### config.mk
export PLATFORM = sky130hd
export DESIGN_NAME = decodeStage
export DESIGN_NICKNAME = d
export VERILOG_FILES = /design/src/isaPkg.sv /design/src/rvDecoder.sv /design/src/armDecoder.sv /design/src/immExtend.sv /design/src/decodeControl.sv /design/src/decodeStage.sv
export SDC_FILE = /design/constraint.sdc
export NUM_CORES = 1
export LEC_CHECK = 0
export BUFFER_PORTS_ARGS = -buffer_cell sky130_fd_sc_hd__buf_2
export CAP_MARGIN = 20
export CORE_ASPECT_RATIO = 0.8
export CORE_MARGIN = 10
export CORE_UTILIZATION = 49
export DETAILED_ROUTE_END_ITERATION = 8
export PLACE_DENSITY_LB_ADDON = 0.08
export SLEW_MARGIN = 20
export SYNTH_ARGS = -nofsm -noshare
export SYNTH_HDL_FRONTEND = slang
export SYNTH_SLANG_ARGS = --single-unit
### constraint.sdc
create_clock -name clk -period 3.7 [get_ports clk]
set_clock_uncertainty 0.2 [all_clocks]
set_input_delay 0.74 -clock clk [delete_from_list [all_inputs] [get_ports clk]]
set_output_delay 0.74 -clock clk [all_outputs]
set_load 0.01 [all_outputs]
### src/isaPkg.sv
package isaPkg;

  // risc-v codes keep bit 4 clear
  typedef enum logic [4:0] {
    aluAdd   = 5'b00000,
    aluSub   = 5'b00001,
    aluAnd   = 5'b00010,
    aluOr    = 5'b00011,
    aluXor   = 5'b00100,
    aluSlt   = 5'b00101,
    aluPassB = 5'b00110, // lui and mov
    aluSll   = 5'b01000,
    aluSrl   = 5'b01001,
    aluSra   = 5'b01010,
    aluBic   = 5'b10000,
    aluAdc   = 5'b10010,
    aluSbc   = 5'b10011,
    aluRsb   = 5'b10100,
    aluRsc   = 5'b10110,
    aluMvn   = 5'b10111,
    aluPassA = 5'b11111  // forward operand 1
  } aluCtrlE;

  typedef enum logic [2:0] {
    immI     = 3'b000,
    immS     = 3'b001,
    immB     = 3'b010,
    immJ     = 3'b011,
    immRot   = 3'b100, // arm rotated imm8
    immImm12 = 3'b101, // arm load/store offset
    immBr24  = 3'b110, // arm branch
    immU     = 3'b111
  } immTypeE;

  // arm encodings, risc-v branches reuse them
  typedef enum logic [3:0] {
    condEq = 4'b0000,
    condNe = 4'b0001,
    condHs = 4'b0010,
    condLo = 4'b0011,
    condMi = 4'b0100,
    condPl = 4'b0101,
    condVs = 4'b0110,
    condVc = 4'b0111,
    condHi = 4'b1000,
    condLs = 4'b1001,
    condGe = 4'b1010,
    condLt = 4'b1011,
    condGt = 4'b1100,
    condLe = 4'b1101,
    condAl = 4'b1110,
    condNv = 4'b1111
  } condE;

  typedef enum logic [1:0] {resAlu = 2'b00, resMem = 2'b01, resPc4 = 2'b10} resultSrcE;

  typedef enum logic {isaRv = 1'b0, isaArm = 1'b1} isaE;

  typedef enum logic [1:0] {ldmFirst = 2'b00, ldmRest = 2'b01} ldmStepE;

  typedef enum logic [1:0] {memByte = 2'b00, memHalf = 2'b01, memWord = 2'b10} memSizeE;

endpackage

### src/rvDecoder.sv
module rvDecoder
  import isaPkg::*;
(
  input  logic [31:0] instr,
  output logic        regWrite,
  output logic        memWrite,
  output memSizeE     memSize,
  output logic        memSigned,
  output aluCtrlE     aluControl,
  output logic [1:0]  branch,    // bit 0 conditional, bit 1 jump
  output logic [1:0]  aluSrc,    // bit 1 puts pc on operand a
  output immTypeE     immType,
  output resultSrcE   resultSrc,
  output condE        cond,
  output logic        rvValid
);

  logic [6:0] opcode;
  logic [2:0] funct3;
  logic       funct7b5;
  aluCtrlE    aluArith; // R-type and I-type operation

  assign opcode   = instr[6:0];
  assign funct3   = instr[14:12];
  assign funct7b5 = instr[30];

  // sub exists only in R-type, so opcode bit 5 qualifies it
  always_comb begin
    case (funct3)
      3'b000:  aluArith = (funct7b5 && opcode[5]) ? aluSub : aluAdd;
      3'b001:  aluArith = aluSll;
      3'b010,
      3'b011:  aluArith = aluSlt; // sltu shares the slt code
      3'b100:  aluArith = aluXor;
      3'b101:  aluArith = funct7b5 ? aluSra : aluSrl;
      3'b110:  aluArith = aluOr;
      default: aluArith = aluAnd;
    endcase
  end

  always_comb begin
    regWrite   = 1'b0;
    memWrite   = 1'b0;
    memSize    = memWord;
    memSigned  = 1'b0;
    aluControl = aluAdd;
    branch     = 2'b00;
    aluSrc     = 2'b00;
    immType    = immI;
    resultSrc  = resAlu;
    rvValid    = 1'b1;
    case (opcode)
      7'b0000011: begin // load
        regWrite  = 1'b1;
        aluSrc    = 2'b01;
        resultSrc = resMem;
        memSigned = ~funct3[2] & ~funct3[1]; // lb, lh
        case (funct3)
          3'b000, 3'b100: memSize = memByte;
          3'b001, 3'b101: memSize = memHalf;
          3'b010:         memSize = memWord;
          default:        rvValid = 1'b0;
        endcase
      end
      7'b0100011: begin // store
        memWrite = 1'b1;
        aluSrc   = 2'b01;
        immType  = immS;
        case (funct3)
          3'b000:  memSize = memByte;
          3'b001:  memSize = memHalf;
          3'b010:  memSize = memWord;
          default: rvValid = 1'b0;
        endcase
      end
      7'b0110011: begin // R-type
        regWrite   = 1'b1;
        aluControl = aluArith;
      end
      7'b0010011: begin // I-type alu
        regWrite   = 1'b1;
        aluSrc     = 2'b01;
        aluControl = aluArith;
      end
      7'b1100011: begin // conditional branch, compare by subtract
        branch     = 2'b01;
        immType    = immB;
        aluControl = aluSub;
        rvValid    = (funct3[2:1] != 2'b01);
      end
      7'b1101111: begin // jal
        regWrite  = 1'b1;
        branch    = 2'b10;
        aluSrc    = 2'b10;
        immType   = immJ;
        resultSrc = resPc4;
      end
      7'b1100111: begin // jalr
        regWrite  = 1'b1;
        branch    = 2'b10;
        aluSrc    = 2'b01;
        resultSrc = resPc4;
      end
      7'b0110111: begin // lui
        regWrite   = 1'b1;
        aluSrc     = 2'b01;
        immType    = immU;
        aluControl = aluPassB;
      end
      7'b0010111: begin // auipc
        regWrite = 1'b1;
        aluSrc   = 2'b11;
        immType  = immU;
      end
      default: rvValid = 1'b0;
    endcase
  end

  always_comb begin
    cond = condAl; // non-branch always executes
    if (opcode == 7'b1100011) begin
      case (funct3)
        3'b000:  cond = condEq;
        3'b001:  cond = condNe;
        3'b100:  cond = condLt;
        3'b101:  cond = condGe;
        3'b110:  cond = condLo; // bltu
        3'b111:  cond = condHs; // bgeu
        default: cond = condAl;
      endcase
    end
  end

endmodule

### src/armDecoder.sv
module armDecoder
  import isaPkg::*;
(
  input  logic [31:0] instr,
  input  ldmStepE     ldmStep,
  input  logic        ldmStall,
  output logic        regWrite,
  output logic        memWrite,
  output logic        memToReg,
  output logic        aluSrc,
  output logic        branch,
  output immTypeE     immType,
  output logic [3:0]  regSrc,
  output aluCtrlE     aluControl,
  output logic [1:0]  flagWrite,  // bit 1 nz, bit 0 cv
  output logic [4:0]  shiftAmt,
  output logic [2:0]  shiftType,
  output logic        pcSrc,
  output logic        armStallF,
  output ldmStepE     ldmNext,
  output logic [1:0]  fwd,
  output logic        armValid
);

  logic [2:0] op;
  logic [3:0] dpOp;
  logic [3:0] rd;
  logic       sBit;
  logic       isCompare;
  logic       postIdx;
  aluCtrlE    dpAlu;
  aluCtrlE    addSub;  // direction from the U bit
  aluCtrlE    ldmAlu;

  assign op        = instr[27:25];
  assign dpOp      = instr[24:21];
  assign rd        = instr[15:12];
  assign sBit      = instr[20];
  assign isCompare = (dpOp[3:2] == 2'b10); // tst, teq, cmp, cmn
  assign postIdx   = ~instr[24];
  assign addSub    = instr[23] ? aluAdd : aluSub;

  always_comb begin
    case (dpOp)
      4'b0000: dpAlu = aluAnd;
      4'b0001: dpAlu = aluXor;
      4'b0010: dpAlu = aluSub;
      4'b0011: dpAlu = aluRsb;
      4'b0100: dpAlu = aluAdd;
      4'b0101: dpAlu = aluAdc;
      4'b0110: dpAlu = aluSbc;
      4'b0111: dpAlu = aluRsc;
      4'b1000: dpAlu = aluAnd; // tst
      4'b1001: dpAlu = aluXor; // teq
      4'b1010: dpAlu = aluSub; // cmp
      4'b1011: dpAlu = aluAdd; // cmn
      4'b1100: dpAlu = aluOr;
      4'b1101: dpAlu = aluPassB;
      4'b1110: dpAlu = aluBic;
      default: dpAlu = aluMvn;
    endcase
  end

  // base register update order depends on pre or post indexing
  always_comb begin
    if (ldmStep == ldmFirst) begin
      ldmAlu = postIdx ? aluPassA : addSub;
    end else if (ldmStall) begin
      ldmAlu = addSub;
    end else begin
      ldmAlu = postIdx ? addSub : aluPassA;
    end
  end

  always_comb begin
    regWrite   = 1'b0;
    memWrite   = 1'b0;
    memToReg   = 1'b0;
    aluSrc     = 1'b0;
    branch     = 1'b0;
    immType    = immRot;
    regSrc     = 4'b0000;
    aluControl = aluAdd;
    flagWrite  = 2'b00;
    shiftAmt   = 5'd0;
    shiftType  = 3'b100; // lsl, no shift with amount 0
    armStallF  = 1'b0;
    ldmNext    = ldmFirst;
    fwd        = 2'b00;
    armValid   = 1'b1;
    casez (op)
      3'b00?: begin // data processing
        regWrite   = ~isCompare;
        aluSrc     = op[0];
        aluControl = dpAlu;
        flagWrite  = {sBit, sBit & (dpAlu == aluAdd || dpAlu == aluSub)};
        if (!op[0]) begin
          shiftAmt  = instr[11:7];
          shiftType = {1'b1, instr[6:5]};
        end
      end
      3'b010: begin // ldr, str with immediate offset
        aluSrc     = 1'b1;
        immType    = immImm12;
        aluControl = addSub;
        regWrite   = instr[20];
        memToReg   = instr[20];
        memWrite   = ~instr[20];
        regSrc     = instr[20] ? 4'b0000 : 4'b0010;
      end
      3'b101: begin // b
        branch  = 1'b1;
        aluSrc  = 1'b1;
        immType = immBr24;
        regSrc  = 4'b0001;
      end
      3'b100: begin // ldm, one transfer per cycle
        aluSrc     = 1'b1;
        immType    = immImm12; // step offset is generated after decode
        aluControl = ldmAlu;
        if (ldmStep == ldmFirst || ldmStall) begin
          regSrc    = 4'b0100;
          memToReg  = 1'b1;
          regWrite  = instr[20];
          memWrite  = ~instr[20];
          armStallF = 1'b1;
          ldmNext   = ldmRest;
          fwd       = (ldmStep == ldmFirst) ? 2'b00 : 2'b01;
        end else begin
          regSrc   = 4'b1000;
          regWrite = instr[21]; // base write-back
          fwd      = 2'b01;
        end
      end
      default: armValid = 1'b0;
    endcase
  end

  assign pcSrc = regWrite & (rd == 4'hf);

  always_comb
    assert final (op == 3'b100 || ldmNext == ldmFirst)
      else $error("ldmNext left first outside an LDM");

endmodule

### src/immExtend.sv
module immExtend
  import isaPkg::*;
(
  input  logic [31:0] instr,
  input  immTypeE     immType,
  output logic [31:0] immExt
);

  logic [4:0]  rot;
  logic [31:0] imm8;
  logic [63:0] rotPair; // doubled word turns the shift into a rotate

  assign rot     = {instr[11:8], 1'b0};
  assign imm8    = {24'd0, instr[7:0]};
  assign rotPair = {imm8, imm8} >> rot;

  always_comb begin
    case (immType)
      immI:     immExt = {{20{instr[31]}}, instr[31:20]};
      immS:     immExt = {{20{instr[31]}}, instr[31:25], instr[11:7]};
      immB: begin
        immExt = {{19{instr[31]}}, instr[31], instr[7], instr[30:25],
                  instr[11:8], 1'b0};
      end
      immJ: begin
        immExt = {{11{instr[31]}}, instr[31], instr[19:12], instr[20],
                  instr[30:21], 1'b0};
      end
      immU:     immExt = {instr[31:12], 12'd0};
      immRot:   immExt = rotPair[31:0];
      immImm12: immExt = {20'd0, instr[11:0]};
      immBr24:  immExt = {{6{instr[23]}}, instr[23:0], 2'b00}; // word offset
      default:  immExt = 32'd0;
    endcase
  end

endmodule

### src/decodeControl.sv
module decodeControl
  import isaPkg::*;
#(
  parameter isaE ResetIsa = isaRv
) (
  input  logic        clk,
  input  logic        rstN,
  input  logic [31:0] instr,
  input  logic        notFlushed,
  input  logic        flushE,
  input  logic        rvRegWrite,
  input  logic        rvMemWrite,
  input  memSizeE     rvMemSize,
  input  logic        rvMemSigned,
  input  aluCtrlE     rvAluControl,
  input  logic [1:0]  rvBranch,
  input  logic [1:0]  rvAluSrc,
  input  immTypeE     rvImmType,
  input  resultSrcE   rvResultSrc,
  input  condE        rvCond,
  input  logic        rvValid,
  input  logic        armRegWrite,
  input  logic        armMemWrite,
  input  logic        armMemToReg,
  input  logic        armAluSrc,
  input  logic        armBranch,
  input  immTypeE     armImmType,
  input  logic [3:0]  armRegSrc,
  input  aluCtrlE     armAluControl,
  input  logic [1:0]  armFlagWrite,
  input  logic [4:0]  armShiftAmt,
  input  logic [2:0]  armShiftType,
  input  logic        armPcSrc,
  input  logic [1:0]  armFwd,
  input  logic        armValid,
  input  logic        armStallF,
  input  ldmStepE     ldmNext,
  output logic        regWrite,
  output logic        memWrite,
  output memSizeE     memSize,
  output logic        memSigned,
  output aluCtrlE     aluControl,
  output logic [1:0]  branch,
  output logic [1:0]  aluSrc,
  output immTypeE     immType,
  output condE        cond,
  output resultSrcE   resultSrc,
  output logic        pcSrc,
  output logic [1:0]  flagWrite,
  output logic [3:0]  regSrc,
  output logic [4:0]  shiftAmt,
  output logic [2:0]  shiftType,
  output logic        stallF,
  output logic [1:0]  fwd,
  output logic        isArm,
  output logic        illegal,
  output ldmStepE     ldmStep
);

  isaE mode;   // set in use by the previous word
  isaE isaSel; // decision for the current word

  // a word only one decoder accepts picks the set, anything else keeps it
  always_comb begin
    isaSel = mode;
    if (notFlushed && (rvValid != armValid)) begin
      isaSel = armValid ? isaArm : isaRv;
    end
  end

  assign isArm   = (isaSel == isaArm);
  assign illegal = notFlushed & ~rvValid & ~armValid;

  always_ff @(posedge clk or negedge rstN) begin
    if (!rstN) begin
      mode    <= ResetIsa;
      ldmStep <= ldmFirst;
    end else begin
      mode <= isaSel;
      if (!flushE) begin
        ldmStep <= isArm ? ldmNext : ldmFirst;
      end
    end
  end

  always_comb begin
    if (isArm) begin
      regWrite   = armRegWrite;
      memWrite   = armMemWrite;
      memSize    = memWord; // arm subset moves words only
      memSigned  = 1'b0;
      aluControl = armAluControl;
      branch     = {armBranch, 1'b0};
      aluSrc     = {1'b0, armAluSrc};
      immType    = armImmType;
      cond       = condE'(instr[31:28]);
      resultSrc  = armMemToReg ? resMem : resAlu;
      pcSrc      = armPcSrc;
      flagWrite  = armFlagWrite;
      regSrc     = armRegSrc;
      shiftAmt   = armShiftAmt;
      shiftType  = armShiftType;
      stallF     = armStallF;
      fwd        = armFwd;
    end else begin
      regWrite   = rvRegWrite;
      memWrite   = rvMemWrite;
      memSize    = rvMemSize;
      memSigned  = rvMemSigned;
      aluControl = rvAluControl;
      branch     = rvBranch;
      aluSrc     = rvAluSrc;
      immType    = rvImmType;
      cond       = rvCond;
      resultSrc  = rvResultSrc;
      pcSrc      = 1'b0;   // arm-only outputs parked
      flagWrite  = 2'b00;
      regSrc     = 4'b0000;
      shiftAmt   = 5'd0;
      shiftType  = 3'b100; // lsl by zero
      stallF     = 1'b0;
      fwd        = 2'b00;
    end
  end

  assert property (@(posedge clk) disable iff (!rstN) !isArm |-> !stallF)
    else $error("fetch stall raised in RISC-V mode");

  assert property (@(posedge clk) disable iff (!rstN)
    illegal |-> (isArm == (mode == isaArm)))
    else $error("illegal word changed the instruction set");

endmodule

### src/decodeStage.sv
module decodeStage
  import isaPkg::*;
#(
  parameter isaE ResetIsa = isaRv
) (
  input  logic        clk,
  input  logic        rstN,
  input  logic [31:0] instr,
  input  logic        notFlushed,
  input  logic        flushE,
  input  logic        ldmStall,
  output logic        regWrite,
  output logic        memWrite,
  output memSizeE     memSize,
  output logic        memSigned,
  output aluCtrlE     aluControl,
  output logic [1:0]  branch,
  output logic [1:0]  aluSrc,
  output immTypeE     immType,
  output logic [31:0] immExt,
  output condE        cond,
  output resultSrcE   resultSrc,
  output logic        pcSrc,
  output logic [1:0]  flagWrite,
  output logic [3:0]  regSrc,
  output logic [4:0]  shiftAmt,
  output logic [2:0]  shiftType,
  output logic        stallF,
  output logic [1:0]  fwd,
  output logic        isArm,
  output logic        illegal
);

  logic       rvRegWrite;
  logic       rvMemWrite;
  memSizeE    rvMemSize;
  logic       rvMemSigned;
  aluCtrlE    rvAluControl;
  logic [1:0] rvBranch;
  logic [1:0] rvAluSrc;
  immTypeE    rvImmType;
  resultSrcE  rvResultSrc;
  condE       rvCond;
  logic       rvValid;
  logic       armRegWrite;
  logic       armMemWrite;
  logic       armMemToReg;
  logic       armAluSrc;
  logic       armBranch;
  immTypeE    armImmType;
  logic [3:0] armRegSrc;
  aluCtrlE    armAluControl;
  logic [1:0] armFlagWrite;
  logic [4:0] armShiftAmt;
  logic [2:0] armShiftType;
  logic       armPcSrc;
  logic       armStallF;
  ldmStepE    ldmNext;
  ldmStepE    ldmStep;
  logic [1:0] armFwd;
  logic       armValid;

  rvDecoder rvDecoder_inst (
    .instr(instr),
    .regWrite(rvRegWrite),
    .memWrite(rvMemWrite),
    .memSize(rvMemSize),
    .memSigned(rvMemSigned),
    .aluControl(rvAluControl),
    .branch(rvBranch),
    .aluSrc(rvAluSrc),
    .immType(rvImmType),
    .resultSrc(rvResultSrc),
    .cond(rvCond),
    .rvValid(rvValid)
  );

  armDecoder armDecoder_inst (
    .instr(instr),
    .ldmStep(ldmStep),
    .ldmStall(ldmStall),
    .regWrite(armRegWrite),
    .memWrite(armMemWrite),
    .memToReg(armMemToReg),
    .aluSrc(armAluSrc),
    .branch(armBranch),
    .immType(armImmType),
    .regSrc(armRegSrc),
    .aluControl(armAluControl),
    .flagWrite(armFlagWrite),
    .shiftAmt(armShiftAmt),
    .shiftType(armShiftType),
    .pcSrc(armPcSrc),
    .armStallF(armStallF),
    .ldmNext(ldmNext),
    .fwd(armFwd),
    .armValid(armValid)
  );

  immExtend immExtend_inst (
    .instr(instr),
    .immType(immType),
    .immExt(immExt)
  );

  decodeControl #(.ResetIsa(ResetIsa)) decodeControl_inst (
    .clk(clk),
    .rstN(rstN),
    .instr(instr),
    .notFlushed(notFlushed),
    .flushE(flushE),
    .rvRegWrite(rvRegWrite),
    .rvMemWrite(rvMemWrite),
    .rvMemSize(rvMemSize),
    .rvMemSigned(rvMemSigned),
    .rvAluControl(rvAluControl),
    .rvBranch(rvBranch),
    .rvAluSrc(rvAluSrc),
    .rvImmType(rvImmType),
    .rvResultSrc(rvResultSrc),
    .rvCond(rvCond),
    .rvValid(rvValid),
    .armRegWrite(armRegWrite),
    .armMemWrite(armMemWrite),
    .armMemToReg(armMemToReg),
    .armAluSrc(armAluSrc),
    .armBranch(armBranch),
    .armImmType(armImmType),
    .armRegSrc(armRegSrc),
    .armAluControl(armAluControl),
    .armFlagWrite(armFlagWrite),
    .armShiftAmt(armShiftAmt),
    .armShiftType(armShiftType),
    .armPcSrc(armPcSrc),
    .armFwd(armFwd),
    .armValid(armValid),
    .armStallF(armStallF),
    .ldmNext(ldmNext),
    .regWrite(regWrite),
    .memWrite(memWrite),
    .memSize(memSize),
    .memSigned(memSigned),
    .aluControl(aluControl),
    .branch(branch),
    .aluSrc(aluSrc),
    .immType(immType),
    .cond(cond),
    .resultSrc(resultSrc),
    .pcSrc(pcSrc),
    .flagWrite(flagWrite),
    .regSrc(regSrc),
    .shiftAmt(shiftAmt),
    .shiftType(shiftType),
    .stallF(stallF),
    .fwd(fwd),
    .isArm(isArm),
    .illegal(illegal),
    .ldmStep(ldmStep)
  );

endmodule

## Yosys cells after proc, flatten, opt, wreduce, memory -nomap -nowiden

Memory sizes are Yosys's and may differ from the RTL's.
Cells that the tools add are included.

- Input port bits: 37
- Memories kept: 1
- Word-level logic and storage cells: 140
- Register bits after elaboration: 3
- Memory bits (read-only): 64

- Shifts and indexed selects: 1
- Muxes and demuxes: 71
- Eq/ne operators: 31
- Bitwise gates (word level): 11
- Reduce and logical (&&, ||, !) cells: 23

Memories:

| name | words | bits a word | read ports | clocked after memory_dff | write ports | RTL line | text |
|---|---|---|---|---|---|---|---|
| (no name shown) | 16 | 4 | 1 | 0 | 0 | armDecoder.sv:44 | `case (dpOp)` |

Operator list:

| operator | number |
|---|---|
| one-hot mux 32 bit (8 select lines) | 1 |
| 2-to-1 mux 5 bit | 8 |
| right shift 40 x 5 -> 32 bit | 1 |
| == test 3 bit, second input constant | 10 |
| one-hot mux 5 bit (3 select lines) | 2 |
| one-hot mux 5 bit (6 select lines) | 1 |
| 2-to-1 mux 2 bit | 14 |
| one-hot mux 2 bit (2 select lines) | 6 |
| one-hot mux 4 bit (6 select lines) | 1 |
| 2-to-1 mux 1 bit | 23 |
| == test 7 x 6 -> 1 bit, second input constant | 3 |
| == test 7 bit, second input constant | 3 |
| 2-to-1 mux 4 bit | 4 |
| == test 3 x 2 -> 1 bit, second input constant | 5 |
| == test 7 x 5 -> 1 bit, second input constant | 2 |
| OR reduction 2 bit | 7 |
| one-hot mux 3 bit (4 select lines) | 1 |
| one-hot mux 4 bit (3 select lines) | 1 |
| OR reduction 5 bit | 2 |
| 2-to-1 mux 3 bit | 3 |
| == test 7 x 2 -> 1 bit, second input constant | 1 |
| OR reduction 7 bit | 1 |
| == test 3 x 1 -> 1 bit, second input constant | 2 |
| zero test 3 bit | 2 |
| 18 further kinds | 33 |

## Logic depth before layout (Yosys ltp)

Gate-level depths: netlist (run 1).

- Depth after elaboration: 10
- Mapped depth: 10
- Mapped depth without buffers: 7

## Hierarchy

A second synthesis (run 1) with hierarchy kept.

- Cells, all modules: 483
- Area total of the unflattened synthesis: 3393.3 sq um

Modules (own cells, without submodules):

| module | seq. area each (sq um) | cells an instance | area each (sq um) | times used |
|---|---|---|---|---|
| immExtend | 0.0 | 210 | 1368.8 | 1 |
| decodeControl | 75.1 | 125 | 1003.5 | 1 |
| armDecoder | 0.0 | 84 | 620.6 | 1 |
| rvDecoder | 0.0 | 64 | 400.4 | 1 |

## Worst setup path after synthesis (run 1)

Ideal clock, no wire load.

- Kind: in2out
- From: input instr[4]
- To: output memSize[0]
- Path buffers: 3
- Data arrival time: 2.286 ns
- Stages: 9
- Setup slack: 0.474 ns
- Cells stage by stage: buf_4 > nand3b_4 > or2_4 > o211ai_2 > o21a_2 > inv_2 > buf_6 > buf_6 > nor3_1

- Word-level cells in the longest chain between the ends: 7
- Elaborated cells on any way between the ends: 16

Ends and longest elaborated chain:

| item | RTL line | text |
|---|---|---|
| start: declaration | decodeStage.sv:8 | `input logic [31:0] instr,` |
| == test 7 x 6 -> 1 bit (tied with other cells) | rvDecoder.sv:52 | `case (opcode)` |
| OR reduction 6 bit (no source line) | -- |  |
| one-hot mux 1 bit (4 select lines) | rvDecoder.sv:52 |  |
| != test 1 bit | decodeControl.sv:66 | `if (notFlushed && (rvValid != armValid)) begin` |
| logical AND 1 bit | decodeControl.sv:66 |  |
| 2-to-1 mux 1 bit | decodeControl.sv:66 |  |
| 2-to-1 mux 2 bit * | decodeControl.sv:87 | `if (isArm) begin` |
| end: declaration | decodeStage.sv:14 | `output memSizeE memSize,` |

Mark *: on every way between the ends. The rest lies on a longest branch, timed or not.

## Worst setup path in the final report (run 1)

- From: input instr[6]
- To: output immExt[10]

- Word-level cells in the longest chain between the ends: 9
- Elaborated cells on any way between the ends: 27

Ends and longest elaborated chain:

| item | RTL line | text |
|---|---|---|
| == test 7 x 6 -> 1 bit (tied with other cells) | rvDecoder.sv:52 |  |
| OR reduction 6 bit (no source line) | -- |  |
| one-hot mux 1 bit (4 select lines) | rvDecoder.sv:52 |  |
| != test 1 bit | decodeControl.sv:66 |  |
| logical AND 1 bit | decodeControl.sv:66 |  |
| 2-to-1 mux 1 bit | decodeControl.sv:66 |  |
| 2-to-1 mux 3 bit | decodeControl.sv:87 |  |
| == test 3 bit (tied with other cells) | immExtend.sv:18 | `case (immType)` |
| one-hot mux 32 bit (8 select lines) * | immExtend.sv:18 |  |
| end: declaration | decodeStage.sv:20 | `output logic [31:0] immExt,` |

Marks and branches as above.

==> results of run 1 <==
path summary, 6_finish.rpt:
kind / start / endpoint / slack [ps] / cells after the start
max in group asynchronous: rstN / decodeControl_inst.ldmStep[0] / 3090 / 1
min in group clk: decodeControl_inst.ldmStep[0] / decodeControl_inst.ldmStep[0] / 410 / 1
worst min-delay path: rstN / decodeControl_inst.mode / 110 / 1
worst max register to register: decodeControl_inst.mode / decodeControl_inst.ldmStep[0] / 1900 / 5
worst max-delay path: instr[6] / immExt[10] / 120 / 9
worst min register to register: decodeControl_inst.ldmStep[0] / decodeControl_inst.ldmStep[0] / 410 / 1
cell families (layout without fill, tap and decap cells):
family,Yosys count,after routing,synth area share [%]
muxes,14,14,6.31
adders and majority gates,4,4,1.99
and+or+nand+nor,178,178,37.1
DFF,2,2,1.99
xor gates and xnor gates,1,1,0.348
buffers and inverters,54,150,10.6
AOI/OAI and AO/OA,149,149,41.4
other,2,2,0.298
final cells by class:
cell class,count,area (um^2)
Fill cell,497,1800
Tap cell,62,77.6
Timing Repair Buffer,134,758
Clock buffer,3,41.3
Sequential cell,2,50.0
Multi-Input combinational cell,348,2200
Inverter,13,48.8
state kept, by name (all words and copies together), names as in the netlist:
signal,flops
decodeControl_inst.mode,1
decodeControl_inst.ldmStep,1
layer usage:
metal	up-vias	part of all wire [%]	global-route usage [%]
met1	1645	41	34.4
met4	0	1.3	4.87
li1	1708	-	-
met3	22	16	8.03
met2	300	42	37.5
met5	-	0	0
power breakdown:
part / internal (mW) / total, mW / switching [mW]
combinational: 0.141 / 0.369 / 0.228
clock: 0.0686 / 0.0838 / 0.0152
sequential: 0.0229 / 0.0240 / 0.00116
synth_stat cells, drive strengths merged (11+ instances only):
cell,instances
buf,22
a31oi,11
clkbuf,19
nand3,11
o22ai,11
nand2,63
and2,11
inv,12
o21ai,25
nor2,30
a21oi,37
nand2b,12
nor3,15
worst max-delay path, stage by stage:
cell and delay (ps):
sky130_fd_sc_hd__buf_2 170, sky130_fd_sc_hd__nand2b_4 180, sky130_fd_sc_hd__or3_4 400, sky130_fd_sc_hd__o211ai_2 80, sky130_fd_sc_hd__o21a_2 170, sky130_fd_sc_hd__buf_4 360
sky130_fd_sc_hd__o22ai_1 140, sky130_fd_sc_hd__a31o_2 250, sky130_fd_sc_hd__buf_2 140
per-stage QoR:
stage / hold slack, ps / util, % / instance area, um^2 / setup slack (ps) / power (mW)
3_3_place_gp: 325 / 63.0 / 3140 / 173 / 0.382
3_5_place_dp: 327 / 63.0 / 3140 / 155 / 0.382
2_1_floorplan: 244 / - / 2520 / 474 / 0.244
5_1_grt: 111 / 63.8 / 3180 / 15.4 / 0.507
4_1_cts: 111 / 63.8 / 3180 / 154 / 0.469
6_report: 113 / 63.8 / 3180 / 123 / 0.476
==> report_table.html, run 1 <==
<table>
<tr><th>Metric</th><th>Value</th></tr>
<tr><th colspan="2">Placed design</th></tr>
<tr><td>Post-DP HPWL</td><td>9.03 mm</td></tr>
<tr><td>RD Place Congestion</td><td>0.972</td></tr>
<tr><td>Post-Place Cells</td><td>559</td></tr>
<tr><td>Number of input and output port buffers inserted</td><td>109</td></tr>
<tr><th colspan="2">Global route</th></tr>
<tr><td>Total global routing track utilization</td><td>25.2%</td></tr>
<tr><td>Total grt overflow</td><td>0</td></tr>
<tr><td>Number of global-route vias before repair</td><td>3459</td></tr>
<tr><td>Global-route wire length before repair</td><td>18.1 mm</td></tr>
<tr><td>Number of antenna violations at the first check in global routing</td><td>0</td></tr>
<tr><td>Maximum number of pins on one net before global-route repair</td><td>40</td></tr>
<tr><th colspan="2">Yosys</th></tr>
<tr><td>Most area-consuming cells after synthesis</td><td>sky130_fd_sc_hd__nand2_1 9.1%, sky130_fd_sc_hd__a21oi_1 7.2%, sky130_fd_sc_hd__o21ai_0 4.8%, sky130_fd_sc_hd__nor2_1 4.5%, sky130_fd_sc_hd__mux2i_1 3.2%</td></tr>
<tr><td>Gate count of the mapped netlist</td><td>404</td></tr>
<tr><td>Post-Syn Nets</td><td>445</td></tr>
<tr><td>Area of the mapped netlist</td><td>2520 um^2</td></tr>
<tr><td>Cell accounting for the most synthesized area</td><td>sky130_fd_sc_hd__nand2_1</td></tr>
<tr><td>Sequential element share of the synthesized area</td><td>1.99%</td></tr>
<tr><td>Count of cell types in the netlist</td><td>71</td></tr>
<tr><td>Yosys top cell area share</td><td>9.09%</td></tr>
<tr><td>EDFF count, synth</td><td>0</td></tr>
<tr><td>Syn_area_per_cell</td><td>6.23 um^2</td></tr>
<tr><td>Total number of yosys warnings</td><td>0</td></tr>
<tr><td>Most instantiated flip-flop cell in the synthesis netlist</td><td>sky130_fd_sc_hd__dfrtp_1</td></tr>
<tr><td>Asr flop ratio synth</td><td>100%</td></tr>
<tr><td>Yosys reg bits</td><td>2</td></tr>
<tr><th colspan="2">Drt</th></tr>
<tr><td>Vias post-DR</td><td>3675</td></tr>
<tr><td>Routed length per instance</td><td>20.6 um</td></tr>
<tr><td>Remaining antenna violation count after routing</td><td>0</td></tr>
<tr><td>Via count normalized by instance count</td><td>6.54</td></tr>
<tr><td>First DRT Iteration DRCs</td><td>526</td></tr>
<tr><td>Sum of routed wire length over all layers</td><td>11.6 mm</td></tr>
<tr><td>Detailed-route DRC error count</td><td>0</td></tr>
<tr><td>Detailed Routing Iterations Pass 1</td><td>6</td></tr>
<tr><th colspan="2">Timing</th></tr>
<tr><td>Max Transition Viols Final</td><td>0</td></tr>
<tr><td>Count of endpoints failing setup in the final report</td><td>0</td></tr>
<tr><td>Setup TNS</td><td>0 ps</td></tr>
<tr><td>Fin crit period</td><td>3580 ps</td></tr>
<tr><td>Number of failing hold endpoints at the final stage</td><td>0</td></tr>
<tr><td>Unrepaired setup endpoints after global routing</td><td>false</td></tr>
<tr><td>F_max</td><td>0.280 GHz</td></tr>
<tr><td>Share of the clock period used by the worst path after layout</td><td>96.7%</td></tr>
<tr><td>Normalized max-slew margin</td><td>56.6%</td></tr>
<tr><td>Pin slew with the least headroom to its limit</td><td>651 ps</td></tr>
<tr><th colspan="2">Clock network</th></tr>
<tr><td>Post-CTS Setup Repair Bufs</td><td>0</td></tr>
<tr><td>H-tree levels</td><td>1</td></tr>
<tr><td>Total clock buffers created by CTS</td><td>3</td></tr>
<tr><td>Quantity of hold-fixing buffers added after cts</td><td>0</td></tr>
<tr><td>Post-cts resize count</td><td>0</td></tr>
<tr><td>Root buffer cell</td><td>sky130_fd_sc_hd__clkbuf_8</td></tr>
<tr><td>Clk_lat worst skew</td><td>210 ps</td></tr>
<tr><td>Maximum clock path buffer count</td><td>2</td></tr>
<tr><td>Sink Count</td><td>2</td></tr>
<tr><td>CTS tree</td><td>done</td></tr>
<tr><td>Clock transition at the registers of the reported paths</td><td>30 ps</td></tr>
<tr><th colspan="2">Final layout</th></tr>
<tr><td>Fraction of layout instances using a drive strength above 1</td><td>34.0%</td></tr>
<tr><td>Total number of nets in the final design</td><td>543</td></tr>
<tr><td>N_diodes</td><td>0</td></tr>
<tr><td>Leading cell types in the layout, fill and taps excluded</td><td>109 x sky130_fd_sc_hd__buf_2, 61 x sky130_fd_sc_hd__nand2_1, 36 x sky130_fd_sc_hd__a21oi_1</td></tr>
<tr><td>Layout-stage area growth over the synthesis result</td><td>26.2%</td></tr>
<tr><td>Count of placed standard cells in the final layout, fillers left out</td><td>562</td></tr>
<tr><td>Most frequent standard cell in the layout excluding fill and tap cells</td><td>sky130_fd_sc_hd__buf_2</td></tr>
<tr><th colspan="2">Critical path</th></tr>
<tr><td>Required time at the worst-slack endpoint</td><td>2760 ps</td></tr>
<tr><td>Worst Path Arrival</td><td>2640 ps</td></tr>
<tr><td>Kind of capture point of the worst setup path</td><td>output pin</td></tr>
<tr><td>Setup Crit Path Kind</td><td>in -&gt; out</td></tr>
<tr><td>Critical Path Start Type</td><td>input pin</td></tr>
<tr><td>CP Max Fanout</td><td>39</td></tr>
<tr><th colspan="2">Floorplan</th></tr>
<tr><td>I/O pin count</td><td>112</td></tr>
<tr><td>Area of the die</td><td>8430 um^2</td></tr>
<tr><td>Die Y-Extent</td><td>84.1 um</td></tr>
<tr><td>Initial cell density of the core</td><td>50.6%</td></tr>
<tr><td>Row Count</td><td>23</td></tr>
<tr><td>Placeable core region</td><td>4980 um^2</td></tr>
<tr><td>Chip Width</td><td>100 um</td></tr>
<tr><th colspan="2">Worst hold path</th></tr>
<tr><td>Path type of the worst min-delay path</td><td>in -&gt; async</td></tr>
<tr><th colspan="2">Pwr</th></tr>
<tr><td>P_leak</td><td>1.56 nW</td></tr>
<tr><td>IR drop worst, VDD</td><td>260 uV</td></tr>
<tr><td>PD cells</td><td>150 nW/um^2</td></tr>
<tr><th colspan="2">Flow run</th></tr>
<tr><td>Max Cap Violations</td><td>0</td></tr>
<tr><th colspan="2">Run status</th></tr>
<tr><td>Run status</td><td>complete, no violations</td></tr>
</table>
No activity file was read; power rests on OpenSTA's default activity.
==> run 2: changes to the inputs <==
Settings changed: ABC_AREA set to 1.
==> report_table.html, run 2 <==
<table>
<tr><th>Metric</th><th>Value</th></tr>
<tr><th colspan="2">Run status</th></tr>
<tr><td>Run status</td><td>complete, no violations</td></tr>
<tr><th colspan="2">Yosys</th></tr>
<tr><td>Post-Syn Nets</td><td>494</td></tr>
<tr><td>Total number of yosys warnings</td><td>0</td></tr>
<tr><td>Most instantiated flip-flop cell in the synthesis netlist</td><td>sky130_fd_sc_hd__dfrtp_1</td></tr>
<tr><td>Sequential element share of the synthesized area</td><td>2.07%</td></tr>
<tr><td>EDFF count, synth</td><td>0</td></tr>
<tr><td>Asr flop ratio synth</td><td>100%</td></tr>
<tr><td>Most repeated cell in the gate-level netlist after synthesis</td><td>sky130_fd_sc_hd__nand2_1</td></tr>
<tr><td>Area of the mapped netlist</td><td>2410 um^2</td></tr>
<tr><td>Cell accounting for the most synthesized area</td><td>sky130_fd_sc_hd__nand2_1</td></tr>
<tr><td>Gate count of the mapped netlist</td><td>453</td></tr>
<tr><td>Yosys top cell area share</td><td>20.7%</td></tr>
<tr><td>Most area-consuming cells after synthesis</td><td>sky130_fd_sc_hd__nand2_1 21%, sky130_fd_sc_hd__nor2_1 8.1%, sky130_fd_sc_hd__inv_1 6.8%, sky130_fd_sc_hd__o21ai_0 6.2%, sky130_fd_sc_hd__o2111ai_1 5.8%</td></tr>
<tr><td>Syn_area_per_cell</td><td>5.33 um^2</td></tr>
<tr><td>Count of cell types in the netlist</td><td>43</td></tr>
<tr><td>Commonest cells in the netlist</td><td>133 x sky130_fd_sc_hd__nand2_1, 52 x sky130_fd_sc_hd__nor2_1, 44 x sky130_fd_sc_hd__inv_1</td></tr>
<tr><td>Yosys reg bits</td><td>2</td></tr>
<tr><th colspan="2">Placed design</th></tr>
<tr><td>RD Place Congestion</td><td>1.03</td></tr>
<tr><td>Post-DP HPWL</td><td>9.98 mm</td></tr>
<tr><td>Cell area after placement</td><td>3080 um^2</td></tr>
<tr><td>Number of input and output port buffers inserted</td><td>109</td></tr>
<tr><th colspan="2">Floorplan</th></tr>
<tr><td>Placeable core region</td><td>4680 um^2</td></tr>
<tr><td>Chip Width</td><td>98.4 um</td></tr>
<tr><td>Area of the die</td><td>8150 um^2</td></tr>
<tr><td>Die Y-Extent</td><td>82.8 um</td></tr>
<tr><td>I/O pin count</td><td>112</td></tr>
<tr><td>Row Count</td><td>22</td></tr>
<tr><td>Initial cell density of the core</td><td>51.6%</td></tr>
<tr><th colspan="2">Drt</th></tr>
<tr><td>Routed length per instance</td><td>19.4 um</td></tr>
<tr><td>Detailed Routing Iterations Pass 1</td><td>7</td></tr>
<tr><td>Detailed-route DRC error count</td><td>0</td></tr>
<tr><td>Sum of routed wire length over all layers</td><td>12.2 mm</td></tr>
<tr><td>Via count normalized by instance count</td><td>6.27</td></tr>
<tr><td>First DRT Iteration DRCs</td><td>585</td></tr>
<tr><td>Vias post-DR</td><td>3935</td></tr>
<tr><td>Remaining antenna violation count after routing</td><td>0</td></tr>
<tr><th colspan="2">Global route</th></tr>
<tr><td>Total global routing track utilization</td><td>27.2%</td></tr>
<tr><td>Total grt overflow</td><td>0</td></tr>
<tr><td>Global-route wire length before repair</td><td>18.4 mm</td></tr>
<tr><td>Number of global-route vias before repair</td><td>3584</td></tr>
<tr><td>Number of antenna violations at the first check in global routing</td><td>0</td></tr>
<tr><td>Maximum number of pins on one net before global-route repair</td><td>22</td></tr>
<tr><th colspan="2">Final layout</th></tr>
<tr><td>Leading cell types in the layout, fill and taps excluded</td><td>133 x sky130_fd_sc_hd__nand2_1, 109 x sky130_fd_sc_hd__buf_2, 52 x sky130_fd_sc_hd__nor2_1</td></tr>
<tr><td>N_diodes</td><td>0</td></tr>
<tr><td>Most frequent standard cell in the layout excluding fill and tap cells</td><td>sky130_fd_sc_hd__nand2_1</td></tr>
<tr><td>Filler cell count</td><td>460</td></tr>
<tr><td>Layout-stage area growth over the synthesis result</td><td>32.0%</td></tr>
<tr><td>Biggest registers after layout</td><td>decodeControl_inst.ldmStep (1), decodeControl_inst.mode (1)</td></tr>
<tr><td>Fraction of layout instances using a drive strength above 1</td><td>32.4%</td></tr>
<tr><td>Final design area excluding fillers</td><td>3180 um^2</td></tr>
<tr><td>Total number of nets in the final design</td><td>611</td></tr>
<tr><th colspan="2">Critical path</th></tr>
<tr><td>Biggest cell delay along the critical path</td><td>310 ps</td></tr>
<tr><td>Critical Path Start Type</td><td>input pin</td></tr>
<tr><td>Chain of cells forming the critical path</td><td>buf_2 -&gt; inv_2 -&gt; nand2_2 -&gt; nor2_4 -&gt; nand2_2 -&gt; nor2_2 -&gt; nor2_4 -&gt; nand3_4 -&gt; nand2_8 -&gt; buf_4 -&gt; nor2_1 -&gt; nor3_1 -&gt; o21ai_0 -&gt; buf_2</td></tr>
<tr><td>Required time at the worst-slack endpoint</td><td>2760 ps</td></tr>
<tr><td>Levels on crit path</td><td>14</td></tr>
<tr><td>Setup Crit Path Kind</td><td>in -&gt; out</td></tr>
<tr><td>Last element of the critical path</td><td>aluControl[0]</td></tr>
<tr><td>Internal reg-to-reg setup slack</td><td>2050 ps</td></tr>
<tr><td>Kind of capture point of the worst setup path</td><td>output pin</td></tr>
<tr><td>Total buffers and inverters traversed by the critical path</td><td>4</td></tr>
<tr><td>Worst r2r dst</td><td>decodeControl_inst.ldmStep[0]</td></tr>
<tr><td>Worst Path Arrival</td><td>2670 ps</td></tr>
<tr><td>Slowest-stage cell, CP</td><td>sky130_fd_sc_hd__nor2_1</td></tr>
<tr><td>Cell count of the worst reg-to-reg path</td><td>8</td></tr>
<tr><td>CP Max Fanout</td><td>13</td></tr>
<tr><td>Worst setup path start</td><td>instr[2]</td></tr>
<tr><td>Reg2reg start</td><td>decodeControl_inst.mode</td></tr>
<tr><td>Category of cells accounting for the largest share of critical-path delay</td><td>simple AND/OR/NAND/NOR gates</td></tr>
<tr><th colspan="2">Timing</th></tr>
<tr><td>Fin crit period</td><td>3610 ps</td></tr>
<tr><td>Share of the clock period used by the worst path after layout</td><td>97.7%</td></tr>
<tr><td>Count of endpoints failing setup in the final report</td><td>0</td></tr>
<tr><td>Number of failing hold endpoints at the final stage</td><td>0</td></tr>
<tr><td>Normalized max-slew margin</td><td>58.7%</td></tr>
<tr><td>Setup TNS</td><td>0 ps</td></tr>
<tr><td>F_max</td><td>0.277 GHz</td></tr>
<tr><td>Max Transition Viols Final</td><td>0</td></tr>
<tr><td>Pin slew with the least headroom to its limit</td><td>619 ps</td></tr>
<tr><th colspan="2">Pwr</th></tr>
<tr><td>P_leak</td><td>1.75 nW</td></tr>
<tr><td>PD cells</td><td>158 nW/um^2</td></tr>
<tr><td>IR drop worst, VDD</td><td>154 uV</td></tr>
<tr><th colspan="2">Flow run</th></tr>
<tr><td>Max Cap Violations</td><td>0</td></tr>
<tr><th colspan="2">Clock network</th></tr>
<tr><td>CTS tree</td><td>done</td></tr>
<tr><td>Sink Count</td><td>2</td></tr>
<tr><td>Root buffer cell</td><td>sky130_fd_sc_hd__clkbuf_8</td></tr>
<tr><td>Total clock buffers created by CTS</td><td>3</td></tr>
<tr><td>Maximum clock path buffer count</td><td>2</td></tr>
<tr><td>Clock transition at the registers of the reported paths</td><td>30 ps</td></tr>
<tr><td>H-tree levels</td><td>1</td></tr>
<tr><td>Clk_lat worst skew</td><td>210 ps</td></tr>
<tr><td>Quantity of hold-fixing buffers added after cts</td><td>0</td></tr>
<tr><th colspan="2">Worst hold path</th></tr>
<tr><td>Path type of the worst min-delay path</td><td>in -&gt; async</td></tr>
</table>
## run 2: changes by cell type in the layout (fill, tap and decap cells not counted), moves of 8 or more
| cell | previous run | this run |
|---|---|---|
| sky130_fd_sc_hd__nand2_1 | 61 | 133 |
| sky130_fd_sc_hd__and2_1 | 11 | 0 |
| sky130_fd_sc_hd__nor2_1 | 30 | 52 |
| sky130_fd_sc_hd__inv_1 | 11 | 43 |
| sky130_fd_sc_hd__o2111ai_1 | 0 | 16 |
| sky130_fd_sc_hd__o211ai_1 | 2 | 10 |
| sky130_fd_sc_hd__nand3_1 | 11 | 22 |
| sky130_fd_sc_hd__inv_2 | 1 | 9 |
| sky130_fd_sc_hd__a21oi_1 | 36 | 14 |
| sky130_fd_sc_hd__nand2b_1 | 11 | 0 |
| sky130_fd_sc_hd__mux2i_1 | 8 | 0 |
## run 2: cell families after synthesis
family,share of synthesized area [%]
buf+inv,14.6
compound gates,27.6
other cells,0.311
flops,2.07
fa+ha+maj,2.07
simple gates,53.3
## run 2: report_power, final
| group | internal (mW) | switching, mW |
|---|---|---|
| registers | 0.0232 | 0.000450 |
| logic | 0.136 | 0.259 |
| clock network | 0.0687 | 0.0160 |
## run 2: final cells by class
type | count | area [um^2] | share of cell area [%]
Tap cell | 60 | 75.1 | 2.36
Inverter | 55 | 211 | 6.64
Timing Repair Buffer | 136 | 773 | 24.3
Multi-Input combinational cell | 372 | 2030 | 63.9
Clock buffer | 3 | 41.3 | 1.30
Sequential cell | 2 | 50.0 | 1.57
## run 2: how the worst min path moves through the flow
| stage | end | from | cells after the start |
|---|---|---|---|
| floorplan | decodeControl_inst.ldmStep[0] | rstN | 0 |
| global placement | decodeControl_inst.ldmStep[0] | rstN | 1 |
| detailed placement | decodeControl_inst.mode | rstN | 1 |
| CTS | decodeControl_inst.ldmStep[0] | rstN | 1 |
| global route | decodeControl_inst.ldmStep[0] | rstN | 1 |
| finish | decodeControl_inst.ldmStep[0] | rstN | 1 |
## run 2: per-stage QoR
step	instances	setup slack (ps)	util [%]	power, mW	hold WS [ps]
CTS	622	107	66.7	0.487	116
finish	628	85.4	68.0	0.504	118
floorplan	453	497	-	0.238	244
global route	628	-5.74	68.0	0.537	110
global placement	619	157	65.8	0.400	324
detailed placement	619	108	65.8	0.401	326
## run 2: layer usage
layer | global-route usage [%] | up-vias | share of wire (%)
met2 | 43.8 | 344 | 42
met1 | 33.9 | 1765 | 38
met4 | 8.29 | 0 | 3.4
li1 | - | 1770 | -
met5 | 0 | - | 0
met3 | 9.29 | 56 | 16
## run 2: repair_timing
item                       CTS  global route
resized for setup            0             4
buffers inserted             0             5
setup endpoints to repair    0            21
